`config.mk`:
```
export PLATFORM = sky130hd
export DESIGN_NAME = dec_top
export DESIGN_NICKNAME = d
export VERILOG_FILES = /design/src/design/rv_isa_pkg.sv /design/src/design/dec_ctrl_pkg.sv /design/src/design/dec_lane.sv /design/src/design/dec_bundle_in.sv /design/src/design/dec_bundle_out.sv /design/src/design/dec_top.sv
export SDC_FILE = /design/constraint.sdc
export NUM_CORES = 1
export LEC_CHECK = 0
export BUFFER_PORTS_ARGS = -buffer_cell sky130_fd_sc_hd__buf_2
export CAP_MARGIN = 10
export CORE_UTILIZATION = 53
export DETAILED_ROUTE_END_ITERATION = 16
export PLACE_DENSITY = 0.86
export SETUP_SLACK_MARGIN = 0.3
export SKIP_LAST_GASP = 1
export SYNTH_ARGS = -nofsm -noshare
export SYNTH_HDL_FRONTEND = slang
export SYNTH_SLANG_ARGS = --single-unit
```
`constraint.sdc`:
```
create_clock -name clk_i -period 9.08 [get_ports clk_i]
set_clock_uncertainty 0.15 [all_clocks]
set_input_delay 1.816 -clock clk_i [delete_from_list [all_inputs] [get_ports clk_i]]
set_output_delay 1.816 -clock clk_i [all_outputs]
set_load 0.05 [all_outputs]
```
`src/design/rv_isa_pkg.sv`:
```
`default_nettype none

package rv_isa_pkg;

    localparam int XLEN = 32;
    localparam int ILEN = 32;

    // Major opcode, instruction bits 6:2
    typedef enum logic [4:0] {
        LOAD     = 5'b00000,
        MISC_MEM = 5'b00011,
        OP_IMM   = 5'b00100,
        AUIPC    = 5'b00101,
        STORE    = 5'b01000,
        OP       = 5'b01100,
        LUI      = 5'b01101,
        BRANCH   = 5'b11000,
        JALR     = 5'b11001,
        JAL      = 5'b11011,
        SYSTEM   = 5'b11100
    } opcode_e;

    localparam logic [2:0] F3_LB   = 3'b000;
    localparam logic [2:0] F3_LH   = 3'b001;
    localparam logic [2:0] F3_LW   = 3'b010;
    localparam logic [2:0] F3_LBU  = 3'b100;
    localparam logic [2:0] F3_LHU  = 3'b101;

    localparam logic [2:0] F3_SB   = 3'b000;
    localparam logic [2:0] F3_SH   = 3'b001;
    localparam logic [2:0] F3_SW   = 3'b010;

    // Shared by OP and OP-IMM
    localparam logic [2:0] F3_ADD  = 3'b000;
    localparam logic [2:0] F3_SLL  = 3'b001;
    localparam logic [2:0] F3_SLT  = 3'b010;
    localparam logic [2:0] F3_SLTU = 3'b011;
    localparam logic [2:0] F3_XOR  = 3'b100;
    localparam logic [2:0] F3_SRL  = 3'b101;
    localparam logic [2:0] F3_OR   = 3'b110;
    localparam logic [2:0] F3_AND  = 3'b111;

    localparam logic [2:0] F3_BEQ  = 3'b000;
    localparam logic [2:0] F3_BNE  = 3'b001;
    localparam logic [2:0] F3_BLT  = 3'b100;
    localparam logic [2:0] F3_BGE  = 3'b101;
    localparam logic [2:0] F3_BLTU = 3'b110;
    localparam logic [2:0] F3_BGEU = 3'b111;

    localparam logic [2:0] F3_JALR = 3'b000;

    localparam logic [6:0] FUNCT7_BASE = 7'b0000000;
    // Marks SUB, SRA and SRAI
    localparam logic [6:0] FUNCT7_ALT  = 7'b0100000;

endpackage

`default_nettype wire

```
`src/design/dec_ctrl_pkg.sv`:
```
`default_nettype none

package dec_ctrl_pkg;

    localparam int LANES     = 2;
    localparam int MEM_BYTES = 4;

    // Byte enables for byte, halfword and word accesses
    localparam logic [MEM_BYTES-1:0] BYTE_EN_B = 4'b0001;
    localparam logic [MEM_BYTES-1:0] BYTE_EN_H = 4'b0011;
    localparam logic [MEM_BYTES-1:0] BYTE_EN_W = 4'b1111;

    // ADD sits at zero so that a cleared control word selects it
    typedef enum logic [3:0] {
        ALU_ADD  = 4'd0,
        ALU_SUB  = 4'd1,
        ALU_SLL  = 4'd2,
        ALU_SLT  = 4'd3,
        ALU_SLTU = 4'd4,
        ALU_XOR  = 4'd5,
        ALU_SRL  = 4'd6,
        ALU_SRA  = 4'd7,
        ALU_OR   = 4'd8,
        ALU_AND  = 4'd9
    } alu_op_e;

    typedef struct packed {
        logic                          slot_valid;
        logic                          ill_inst;
        logic [rv_isa_pkg::XLEN-1:0]   imm;
        alu_op_e                       alu_op;
        logic                          rs1_zero_sel;
        logic                          rs2_imm_sel;
        logic                          pc_imm_sel;
        logic                          branch;
        logic                          branch_zcmp;
        logic                          jump;
        logic                          jump_alu;
        logic                          pc_alu_sel;
        logic                          mem_req;
        logic                          mem_wr;
        logic [MEM_BYTES-1:0]          mem_byte;
        logic                          mem_sign_ext;
        logic                          mem_cal_sel;
        logic                          reg_wr;
    } dec_ctrl_t;

    typedef struct packed {
        logic [LANES-1:0][rv_isa_pkg::ILEN-1:0] inst;
        logic [LANES-1:0]                       valid;
    } fetch_bundle_t;

    typedef dec_ctrl_t [LANES-1:0] dec_bundle_t;

endpackage

`default_nettype wire

```
`src/design/dec_lane.sv`:
```
`default_nettype none

module dec_lane (
    input  wire logic                        slot_valid_i,
    input  wire logic [rv_isa_pkg::ILEN-1:0] inst_i,
    output dec_ctrl_pkg::dec_ctrl_t          ctrl_o
);

    logic [rv_isa_pkg::XLEN-1:0] imm_i;
    logic [rv_isa_pkg::XLEN-1:0] imm_s;
    logic [rv_isa_pkg::XLEN-1:0] imm_b;
    logic [rv_isa_pkg::XLEN-1:0] imm_u;
    logic [rv_isa_pkg::XLEN-1:0] imm_j;
    rv_isa_pkg::opcode_e         opcode;
    logic [2:0]                  funct3;
    logic [6:0]                  funct7;
    logic                        f7_base;
    logic                        f7_alt;
    dec_ctrl_pkg::dec_ctrl_t     dec;
    logic                        illegal;

    assign imm_i = {{21{inst_i[31]}}, inst_i[30:20]};
    assign imm_s = {{21{inst_i[31]}}, inst_i[30:25], inst_i[11:7]};
    assign imm_b = {{20{inst_i[31]}}, inst_i[7], inst_i[30:25], inst_i[11:8], 1'b0};
    assign imm_u = {inst_i[31:12], 12'b0};
    assign imm_j = {{12{inst_i[31]}}, inst_i[19:12], inst_i[20], inst_i[30:21], 1'b0};

    assign opcode  = rv_isa_pkg::opcode_e'(inst_i[6:2]);
    assign funct3  = inst_i[14:12];
    assign funct7  = inst_i[31:25];
    assign f7_base = (funct7 == rv_isa_pkg::FUNCT7_BASE);
    assign f7_alt  = (funct7 == rv_isa_pkg::FUNCT7_ALT);

    always_comb begin
        dec     = '0;
        illegal = (inst_i[1:0] != 2'b11);
        case (opcode)
            rv_isa_pkg::LOAD: begin
                dec.imm          = imm_i;
                dec.alu_op       = dec_ctrl_pkg::ALU_ADD;
                dec.rs1_zero_sel = 1'b1;
                dec.mem_req      = 1'b1;
                dec.mem_cal_sel  = 1'b1;
                dec.reg_wr       = 1'b1;
                case (funct3)
                    rv_isa_pkg::F3_LB: begin
                        dec.mem_byte     = dec_ctrl_pkg::BYTE_EN_B;
                        dec.mem_sign_ext = 1'b1;
                    end
                    rv_isa_pkg::F3_LH: begin
                        dec.mem_byte     = dec_ctrl_pkg::BYTE_EN_H;
                        dec.mem_sign_ext = 1'b1;
                    end
                    rv_isa_pkg::F3_LW: begin
                        dec.mem_byte     = dec_ctrl_pkg::BYTE_EN_W;
                        dec.mem_sign_ext = 1'b1;
                    end
                    rv_isa_pkg::F3_LBU: dec.mem_byte = dec_ctrl_pkg::BYTE_EN_B;
                    rv_isa_pkg::F3_LHU: dec.mem_byte = dec_ctrl_pkg::BYTE_EN_H;
                    default:            illegal = 1'b1;
                endcase
            end
            rv_isa_pkg::STORE: begin
                dec.imm          = imm_s;
                dec.alu_op       = dec_ctrl_pkg::ALU_ADD;
                dec.rs1_zero_sel = 1'b1;
                dec.mem_req      = 1'b1;
                dec.mem_wr       = 1'b1;
                case (funct3)
                    rv_isa_pkg::F3_SB: dec.mem_byte = dec_ctrl_pkg::BYTE_EN_B;
                    rv_isa_pkg::F3_SH: dec.mem_byte = dec_ctrl_pkg::BYTE_EN_H;
                    rv_isa_pkg::F3_SW: dec.mem_byte = dec_ctrl_pkg::BYTE_EN_W;
                    default:           illegal = 1'b1;
                endcase
            end
            rv_isa_pkg::OP_IMM, rv_isa_pkg::OP: begin
                dec.rs1_zero_sel = 1'b1;
                dec.reg_wr       = 1'b1;
                if (opcode == rv_isa_pkg::OP) begin
                    dec.rs2_imm_sel = 1'b1;
                end else begin
                    dec.imm = imm_i;
                end
                case (funct3)
                    rv_isa_pkg::F3_ADD: begin
                        // Immediate forms carry no funct7, so SUB exists only in OP
                        if (opcode == rv_isa_pkg::OP && f7_alt) begin
                            dec.alu_op = dec_ctrl_pkg::ALU_SUB;
                        end else begin
                            dec.alu_op = dec_ctrl_pkg::ALU_ADD;
                        end
                    end
                    rv_isa_pkg::F3_SLL:  dec.alu_op = dec_ctrl_pkg::ALU_SLL;
                    rv_isa_pkg::F3_SLT:  dec.alu_op = dec_ctrl_pkg::ALU_SLT;
                    rv_isa_pkg::F3_SLTU: dec.alu_op = dec_ctrl_pkg::ALU_SLTU;
                    rv_isa_pkg::F3_XOR:  dec.alu_op = dec_ctrl_pkg::ALU_XOR;
                    rv_isa_pkg::F3_SRL: begin
                        dec.alu_op = f7_alt ? dec_ctrl_pkg::ALU_SRA : dec_ctrl_pkg::ALU_SRL;
                    end
                    rv_isa_pkg::F3_OR:   dec.alu_op = dec_ctrl_pkg::ALU_OR;
                    default:             dec.alu_op = dec_ctrl_pkg::ALU_AND;
                endcase
                // OP checks funct7 on every funct3, OP-IMM only on the shifts
                if (opcode == rv_isa_pkg::OP || funct3 == rv_isa_pkg::F3_SLL ||
                    funct3 == rv_isa_pkg::F3_SRL) begin
                    if (!(f7_base || (f7_alt && (funct3 == rv_isa_pkg::F3_SRL ||
                          (opcode == rv_isa_pkg::OP && funct3 == rv_isa_pkg::F3_ADD))))) begin
                        illegal = 1'b1;
                    end
                end
            end
            rv_isa_pkg::LUI: begin
                dec.imm    = imm_u;
                dec.alu_op = dec_ctrl_pkg::ALU_OR;
                dec.reg_wr = 1'b1;
            end
            rv_isa_pkg::AUIPC: begin
                dec.imm          = imm_u;
                dec.alu_op       = dec_ctrl_pkg::ALU_ADD;
                dec.rs1_zero_sel = 1'b1;
                dec.pc_imm_sel   = 1'b1;
                dec.pc_alu_sel   = 1'b1;
                dec.reg_wr       = 1'b1;
            end
            rv_isa_pkg::BRANCH: begin
                dec.imm          = imm_b;
                dec.rs1_zero_sel = 1'b1;
                dec.rs2_imm_sel  = 1'b1;
                dec.branch       = 1'b1;
                // zcmp set means the branch is taken when the ALU result is zero
                case (funct3)
                    rv_isa_pkg::F3_BEQ: begin
                        dec.alu_op      = dec_ctrl_pkg::ALU_SUB;
                        dec.branch_zcmp = 1'b1;
                    end
                    rv_isa_pkg::F3_BNE: dec.alu_op = dec_ctrl_pkg::ALU_SUB;
                    rv_isa_pkg::F3_BLT: dec.alu_op = dec_ctrl_pkg::ALU_SLT;
                    rv_isa_pkg::F3_BGE: begin
                        dec.alu_op      = dec_ctrl_pkg::ALU_SLT;
                        dec.branch_zcmp = 1'b1;
                    end
                    rv_isa_pkg::F3_BLTU: dec.alu_op = dec_ctrl_pkg::ALU_SLTU;
                    rv_isa_pkg::F3_BGEU: begin
                        dec.alu_op      = dec_ctrl_pkg::ALU_SLTU;
                        dec.branch_zcmp = 1'b1;
                    end
                    default: illegal = 1'b1;
                endcase
            end
            rv_isa_pkg::JALR: begin
                dec.imm          = imm_i;
                dec.alu_op       = dec_ctrl_pkg::ALU_ADD;
                dec.rs1_zero_sel = 1'b1;
                dec.pc_alu_sel   = 1'b1;
                dec.reg_wr       = 1'b1;
                dec.jump_alu     = 1'b1;
                if (funct3 != rv_isa_pkg::F3_JALR) begin
                    illegal = 1'b1;
                end
            end
            rv_isa_pkg::JAL: begin
                dec.imm          = imm_j;
                dec.rs1_zero_sel = 1'b1;
                dec.rs2_imm_sel  = 1'b1;
                dec.pc_alu_sel   = 1'b1;
                dec.reg_wr       = 1'b1;
                dec.jump         = 1'b1;
            end
            // SYSTEM, MISC-MEM and all remaining opcodes are not supported
            default: illegal = 1'b1;
        endcase
    end

    always_comb begin
        ctrl_o = '0;
        if (slot_valid_i) begin
            if (!illegal) begin
                ctrl_o = dec;
            end
            ctrl_o.slot_valid = 1'b1;
            ctrl_o.ill_inst   = illegal;
        end
    end

    ill_blocks_side_effects: assert final (!ctrl_o.ill_inst || !(ctrl_o.reg_wr || ctrl_o.mem_req))
        else $error("illegal instruction still requests a write or memory access");

endmodule

`default_nettype wire

```
`src/design/dec_bundle_in.sv`:
```
`default_nettype none

module dec_bundle_in (
    input  wire logic                        clk_i,
    input  wire logic                        rst_n_i,
    input  wire logic                        fetch_valid_i,
    input  wire dec_ctrl_pkg::fetch_bundle_t fetch_bundle_i,
    output logic                             fetch_ready_o,
    input  wire logic                        stage_ready_i,
    output logic                             held_valid_o,
    output dec_ctrl_pkg::fetch_bundle_t      held_bundle_o
);

    // Free when empty or when the held bundle leaves on this edge
    assign fetch_ready_o = !held_valid_o || stage_ready_i;

    always_ff @(posedge clk_i) begin
        if (!rst_n_i) begin
            held_valid_o <= 1'b0;
        end else if (fetch_ready_o) begin
            held_valid_o <= fetch_valid_i;
        end
    end

    always_ff @(posedge clk_i) begin
        if (fetch_valid_i && fetch_ready_o) begin
            held_bundle_o <= fetch_bundle_i;
        end
    end

    property p_held_while_stalled;
        @(posedge clk_i) disable iff (!rst_n_i)
        held_valid_o && !stage_ready_i |=> held_valid_o && $stable(held_bundle_o);
    endproperty

    held_stable_a: assert property (p_held_while_stalled)
        else $error("input bundle changed while the decode stage was stalled");

endmodule

`default_nettype wire

```
`src/design/dec_bundle_out.sv`:
```
`default_nettype none

module dec_bundle_out (
    input  wire logic                      clk_i,
    input  wire logic                      rst_n_i,
    input  wire logic                      load_valid_i,
    input  wire dec_ctrl_pkg::dec_bundle_t load_bundle_i,
    output logic                           stage_ready_o,
    output logic                           dec_valid_o,
    output dec_ctrl_pkg::dec_bundle_t      dec_bundle_o,
    input  wire logic                      dec_ready_i
);

    assign stage_ready_o = !dec_valid_o || dec_ready_i;

    always_ff @(posedge clk_i) begin
        if (!rst_n_i) begin
            dec_valid_o <= 1'b0;
        end else if (stage_ready_o) begin
            dec_valid_o <= load_valid_i;
        end
    end

    always_ff @(posedge clk_i) begin
        if (load_valid_i && stage_ready_o) begin
            dec_bundle_o <= load_bundle_i;
        end
    end

    property p_out_while_stalled;
        @(posedge clk_i) disable iff (!rst_n_i)
        dec_valid_o && !dec_ready_i |=> dec_valid_o && $stable(dec_bundle_o);
    endproperty

    out_stable_a: assert property (p_out_while_stalled)
        else $error("decoded bundle changed while execute held ready low");

endmodule

`default_nettype wire

```
`src/design/dec_top.sv`:
```
`default_nettype none

module dec_top (
    input  wire logic                        clk_i,
    input  wire logic                        rst_n_i,
    input  wire logic                        fetch_valid_i,
    input  wire dec_ctrl_pkg::fetch_bundle_t fetch_bundle_i,
    output wire logic                        fetch_ready_o,
    output wire logic                        dec_valid_o,
    output wire dec_ctrl_pkg::dec_bundle_t   dec_bundle_o,
    input  wire logic                        dec_ready_i
);

    wire logic                        held_valid;
    wire dec_ctrl_pkg::fetch_bundle_t held_bundle;
    wire logic                        stage_ready;
    wire dec_ctrl_pkg::dec_bundle_t   lane_bundle;

    dec_bundle_in bundle_in_i (
        .clk_i          (clk_i),
        .rst_n_i        (rst_n_i),
        .fetch_valid_i  (fetch_valid_i),
        .fetch_bundle_i (fetch_bundle_i),
        .fetch_ready_o  (fetch_ready_o),
        .stage_ready_i  (stage_ready),
        .held_valid_o   (held_valid),
        .held_bundle_o  (held_bundle)
    );

    // One decoder per slot, all working on the same held bundle
    for (genvar k = 0; k < dec_ctrl_pkg::LANES; k++) begin : g_lane
        dec_lane lane_i (
            .slot_valid_i (held_bundle.valid[k]),
            .inst_i       (held_bundle.inst[k]),
            .ctrl_o       (lane_bundle[k])
        );
    end

    dec_bundle_out bundle_out_i (
        .clk_i         (clk_i),
        .rst_n_i       (rst_n_i),
        .load_valid_i  (held_valid),
        .load_bundle_i (lane_bundle),
        .stage_ready_o (stage_ready),
        .dec_valid_o   (dec_valid_o),
        .dec_bundle_o  (dec_bundle_o),
        .dec_ready_i   (dec_ready_i)
    );

endmodule

`default_nettype wire

```
==> results.md <==
* Layout cells sized above 1 at a little under a third
* Unique cell type count in the Yosys netlist at 55
* Mean routed wirelength per cell at 17.0 um
* Data arrival, critical path at ~2600 ps
* Post-route minimum period at 4550 ps
* Max Transition Viols Final at 0
* Combined global-route utilization of all metal layers at about 22%
* Number of flops mapped to enable cells by yosys at between 150 and 200
* Last weighted congestion value of the routability-driven placer at ~0.90
* Post-route cell area at between 8000 and 9000 um^2
* Post-Synthesis Net Count at around 650
* Worst VDD drop at about 0.14 mV
* Insertion delay to the later sink of the worst-skew pair at 430 ps
* Post-route fraction of the period consumed by the critical path at between 50% and 60%
* Number of buffers inserted by port buffering at 181
* Via density at between 5 and 6
* Placement Cell Area at 8390 um^2
* Number of rows in the core area at between 40 and 50
* Top cell type by total area after synthesis: sky130_fd_sc_hd__edfxtp_1
* Mapped Avg Cell Area at 12.8 um^2
* Clock sink count at 176
* Num ports at about 180
* Core occupancy in the finished layout at about two thirds
* Synth Cell Area at roughly 7400 um^2
* Run status: finished clean
* Type of element capturing the critical path: output port
* Largest net degree at the start of global routing at 76
* Overflow left after global routing at 0
* Wirelength, routed at approximately 16 mm
* Count of state elements after synthesis at about 180
* Top cell by count, worst path: sky130_fd_sc_hd__buf_2
* Initial core utilization at 55.3%
* Biggest cell delay along the critical path at around 330 ps
* Worst rel slew slack at a little under a third
* Critical Path Source Type: primary input
* WS Path Type: in -> out
* Gate count of the mapped netlist at a little under 600
* Yosys warns at 0
* Antenna Cells at 0
* Number of antenna violations at the first check in global routing at 0
* Sequential cell area fraction in the yosys report at between 70% and 80%
* Achievable Freq at 220 MHz
* Total Power Consumption at about 1.9 mW
* DR DRC count at 0
* Maximum level of the CTS H-tree at 4
* Post-CTS clock slew at the launch and capture registers of the worst setup and hold paths at around 60 ps
* Total Die Area at about 15000 um^2
* Main area contributors after synthesis: sky130_fd_sc_hd__edfxtp_1 70%, sky130_fd_sc_hd__a21oi_1 4.0%, sky130_fd_sc_hd__nor2_1 3.6%, sky130_fd_sc_hd__nor3_1 2.7%, sky130_fd_sc_hd__nand3_1 1.7%
* CTS tree: built
* # resized after CTS at 0
* NumNets Final at about 810
* R2R cell count at 5
* Die W at around 120 um
* Worst min path class: reg -> reg
* Share of synthesized registers carrying an async set or reset at 0%
* TritonCTS buffer count at 17
* Worst endpoint required time at just over 7000 ps
* Max Buffers Root-to-Sink at 2
* Transition time at the pin with the least slew margin at 1020 ps
* Cell with the biggest individual delay on the critical path: sky130_fd_sc_hd__nor2b_1
* Detailed-routing iteration count for the pre-antenna-repair pass at 5
* Accumulated negative setup slack at 0 ps
* Total instance count after detailed placement at 894
* Fin Hold WS at 352 ps
* Antenna Nets Post-Route at 0
* RSZ-0062 raised after global routing: false
* Half-perimeter wire length after placement at between 10 and 15 mm
* Starting DRT DRC Count at ~400
* Vias post-DR at approximately 5200
* Final count of negative-setup-slack endpoints at 0
* Largest driver fanout on the critical path at 4
* Setup Fix Bufs, Post-CTS at 0
* PD cells at slightly above 200 nW/um^2
* Final standard cell count with taps included and fillers excluded at 927
* Hold Vio Cnt, Final at 0
* Count of hold buffers inserted by post-cts repair at 0
* Worst Slack Setup Final at around 4500 ps
* Primary FF master, synth: sky130_fd_sc_hd__edfxtp_1
* Core Footprint at 13500 um^2
* Overall die height at approximately 120 um
* Root buf cell: sky130_fd_sc_hd__clkbuf_16
* Lkg Pwr at just over 3 nW
* Synth-to-Final Area Change at 20.5%
* First-pass GRT wire length at around 24 mm
* Worst slack after detailed placement at 4550 ps
* Via count of the first global-routing pass at between 4000 and 5000
* Hold-critical path depth at 0
* Critical path, cell by cell: buf_2, nor2b_1, nand2_1, buf_2
* Max_cap viols at 0
* Share of Yosys cell area claimed by the top area cell type at between 70% and 80%
## metal layers
layer / global-route usage, % / routed length, um / up-vias
met1: 26.5 / 6090 / 2440
met2: 39.2 / 8280 / 241
met5: 0 / 0 / -
met3: 5.66 / 1130 / 31
li1: - / - / 2481
met4: 9.26 / 299 / 0
## kinds of logic (layout without fill, tap and decap cells)
logic type | count (synthesis) | in the layout | share of synthesized area, %
compound gates | 115 | 115 | 9.59
mux | 2 | 2 | 0.269
xor+xnor | 4 | 4 | 0.471
flops | 176 | 176 | 70.8
simple gates | 228 | 228 | 15.7
buf+inv | 54 | 226 | 3.20
## final timing paths
| path | end | slack [ps] | from |
|---|---|---|---|
| worst max-delay path | fetch_ready_o | 4530 | dec_ready_i |
| worst min-delay path | bundle_out_i.dec_bundle_o[54]$_DFFE_PP_ | 350 | bundle_in_i.held_bundle_o[0]$_DFFE_PP_ |
| worst max register to register | bundle_out_i.dec_bundle_o[4]$_SDFFCE_PP0P_ | 5830 | bundle_in_i.held_bundle_o[7]$_DFFE_PP_ |
| worst min register to register | bundle_out_i.dec_bundle_o[54]$_DFFE_PP_ | 350 | bundle_in_i.held_bundle_o[0]$_DFFE_PP_ |
## critical path, delay by kind of cell
family	cells	cell delay, ps
AND/OR/NAND/NOR	2	440
buffers and inverters	2	320
## sequential cells by signal, summed over array words and instances, names as in the netlist
register / flops
bundle_out_i.dec_bundle_o: 108
bundle_in_i.held_bundle_o: 66
bundle_out_i.dec_valid_o: 1
bundle_in_i.held_valid_o: 1
## layout make-up
| type | count | area, um^2 |
|---|---|---|
| inverters | 9 | 33.8 |
| clock inverters | 13 | 111 |
| multi-input cells | 349 | 1940 |
| well taps | 176 | 220 |
| repair buffers | 185 | 956 |
| fillers | 1011 | 4490 |
| clock buffers | 19 | 433 |
| flip-flops and latches | 176 | 5270 |
## layout by cell type, fill, tap and decap left out, drive strengths merged, types with 6 or more instances in the layout
| cell type | instances |
|---|---|
| nand3 | 26 |
| nor3 | 44 |
| nand2 | 29 |
| a21oi | 59 |
| buf | 185 |
| a32oi | 6 |
| clkbuf | 19 |
| o21ai | 17 |
| and2 | 9 |
| nor2b | 13 |
| edfxtp | 174 |
| nor2 | 72 |
| a22oi | 9 |
| inv | 13 |
| nand2b | 8 |
## where the power goes
part | switching, mW | total [mW] | internal, mW | leakage, nW
logic | 0.160 | 0.211 | 0.0511 | 1.22
registers | 0.0315 | 0.971 | 0.939 | 1.61
clock network | 0.297 | 0.674 | 0.377 | 0.253
total | 0.488 | 1.86 | 1.37 | 3.09
## synthesized netlist by cell type (2+ instances only)
| master | count |
|---|---|
| sky130_fd_sc_hd__nor4b_2 | 2 |
| sky130_fd_sc_hd__nand2b_1 | 8 |
| sky130_fd_sc_hd__mux2i_1 | 2 |
| sky130_fd_sc_hd__buf_1 | 3 |
| sky130_fd_sc_hd__buf_4 | 3 |
| sky130_fd_sc_hd__nand2_1 | 29 |
| sky130_fd_sc_hd__or2_2 | 3 |
| sky130_fd_sc_hd__and2_1 | 8 |
| sky130_fd_sc_hd__edfxtp_1 | 174 |
| sky130_fd_sc_hd__dfxtp_1 | 2 |
| sky130_fd_sc_hd__a21o_1 | 2 |
| sky130_fd_sc_hd__a32oi_1 | 6 |
| sky130_fd_sc_hd__and3b_1 | 2 |
| sky130_fd_sc_hd__nand4b_1 | 3 |
| sky130_fd_sc_hd__nor2b_1 | 13 |
| sky130_fd_sc_hd__clkbuf_1 | 25 |
| sky130_fd_sc_hd__nor3b_1 | 3 |
| sky130_fd_sc_hd__buf_2 | 13 |
| sky130_fd_sc_hd__nor3_2 | 4 |
| sky130_fd_sc_hd__nor3_1 | 40 |
| sky130_fd_sc_hd__o31ai_1 | 2 |
| sky130_fd_sc_hd__nor4_1 | 4 |
| sky130_fd_sc_hd__a21oi_1 | 59 |
| sky130_fd_sc_hd__and4b_1 | 2 |
| sky130_fd_sc_hd__o21ai_0 | 16 |
| sky130_fd_sc_hd__o22ai_1 | 2 |
| sky130_fd_sc_hd__a22oi_1 | 9 |
| sky130_fd_sc_hd__a211oi_1 | 2 |
| sky130_fd_sc_hd__nor4b_1 | 2 |
| sky130_fd_sc_hd__xor2_1 | 3 |
| sky130_fd_sc_hd__o21a_1 | 4 |
| sky130_fd_sc_hd__nand4_1 | 3 |
| sky130_fd_sc_hd__inv_1 | 9 |
| sky130_fd_sc_hd__nor2_1 | 72 |
| sky130_fd_sc_hd__nand3_1 | 25 |
Power figures use the tool's default switching activity.
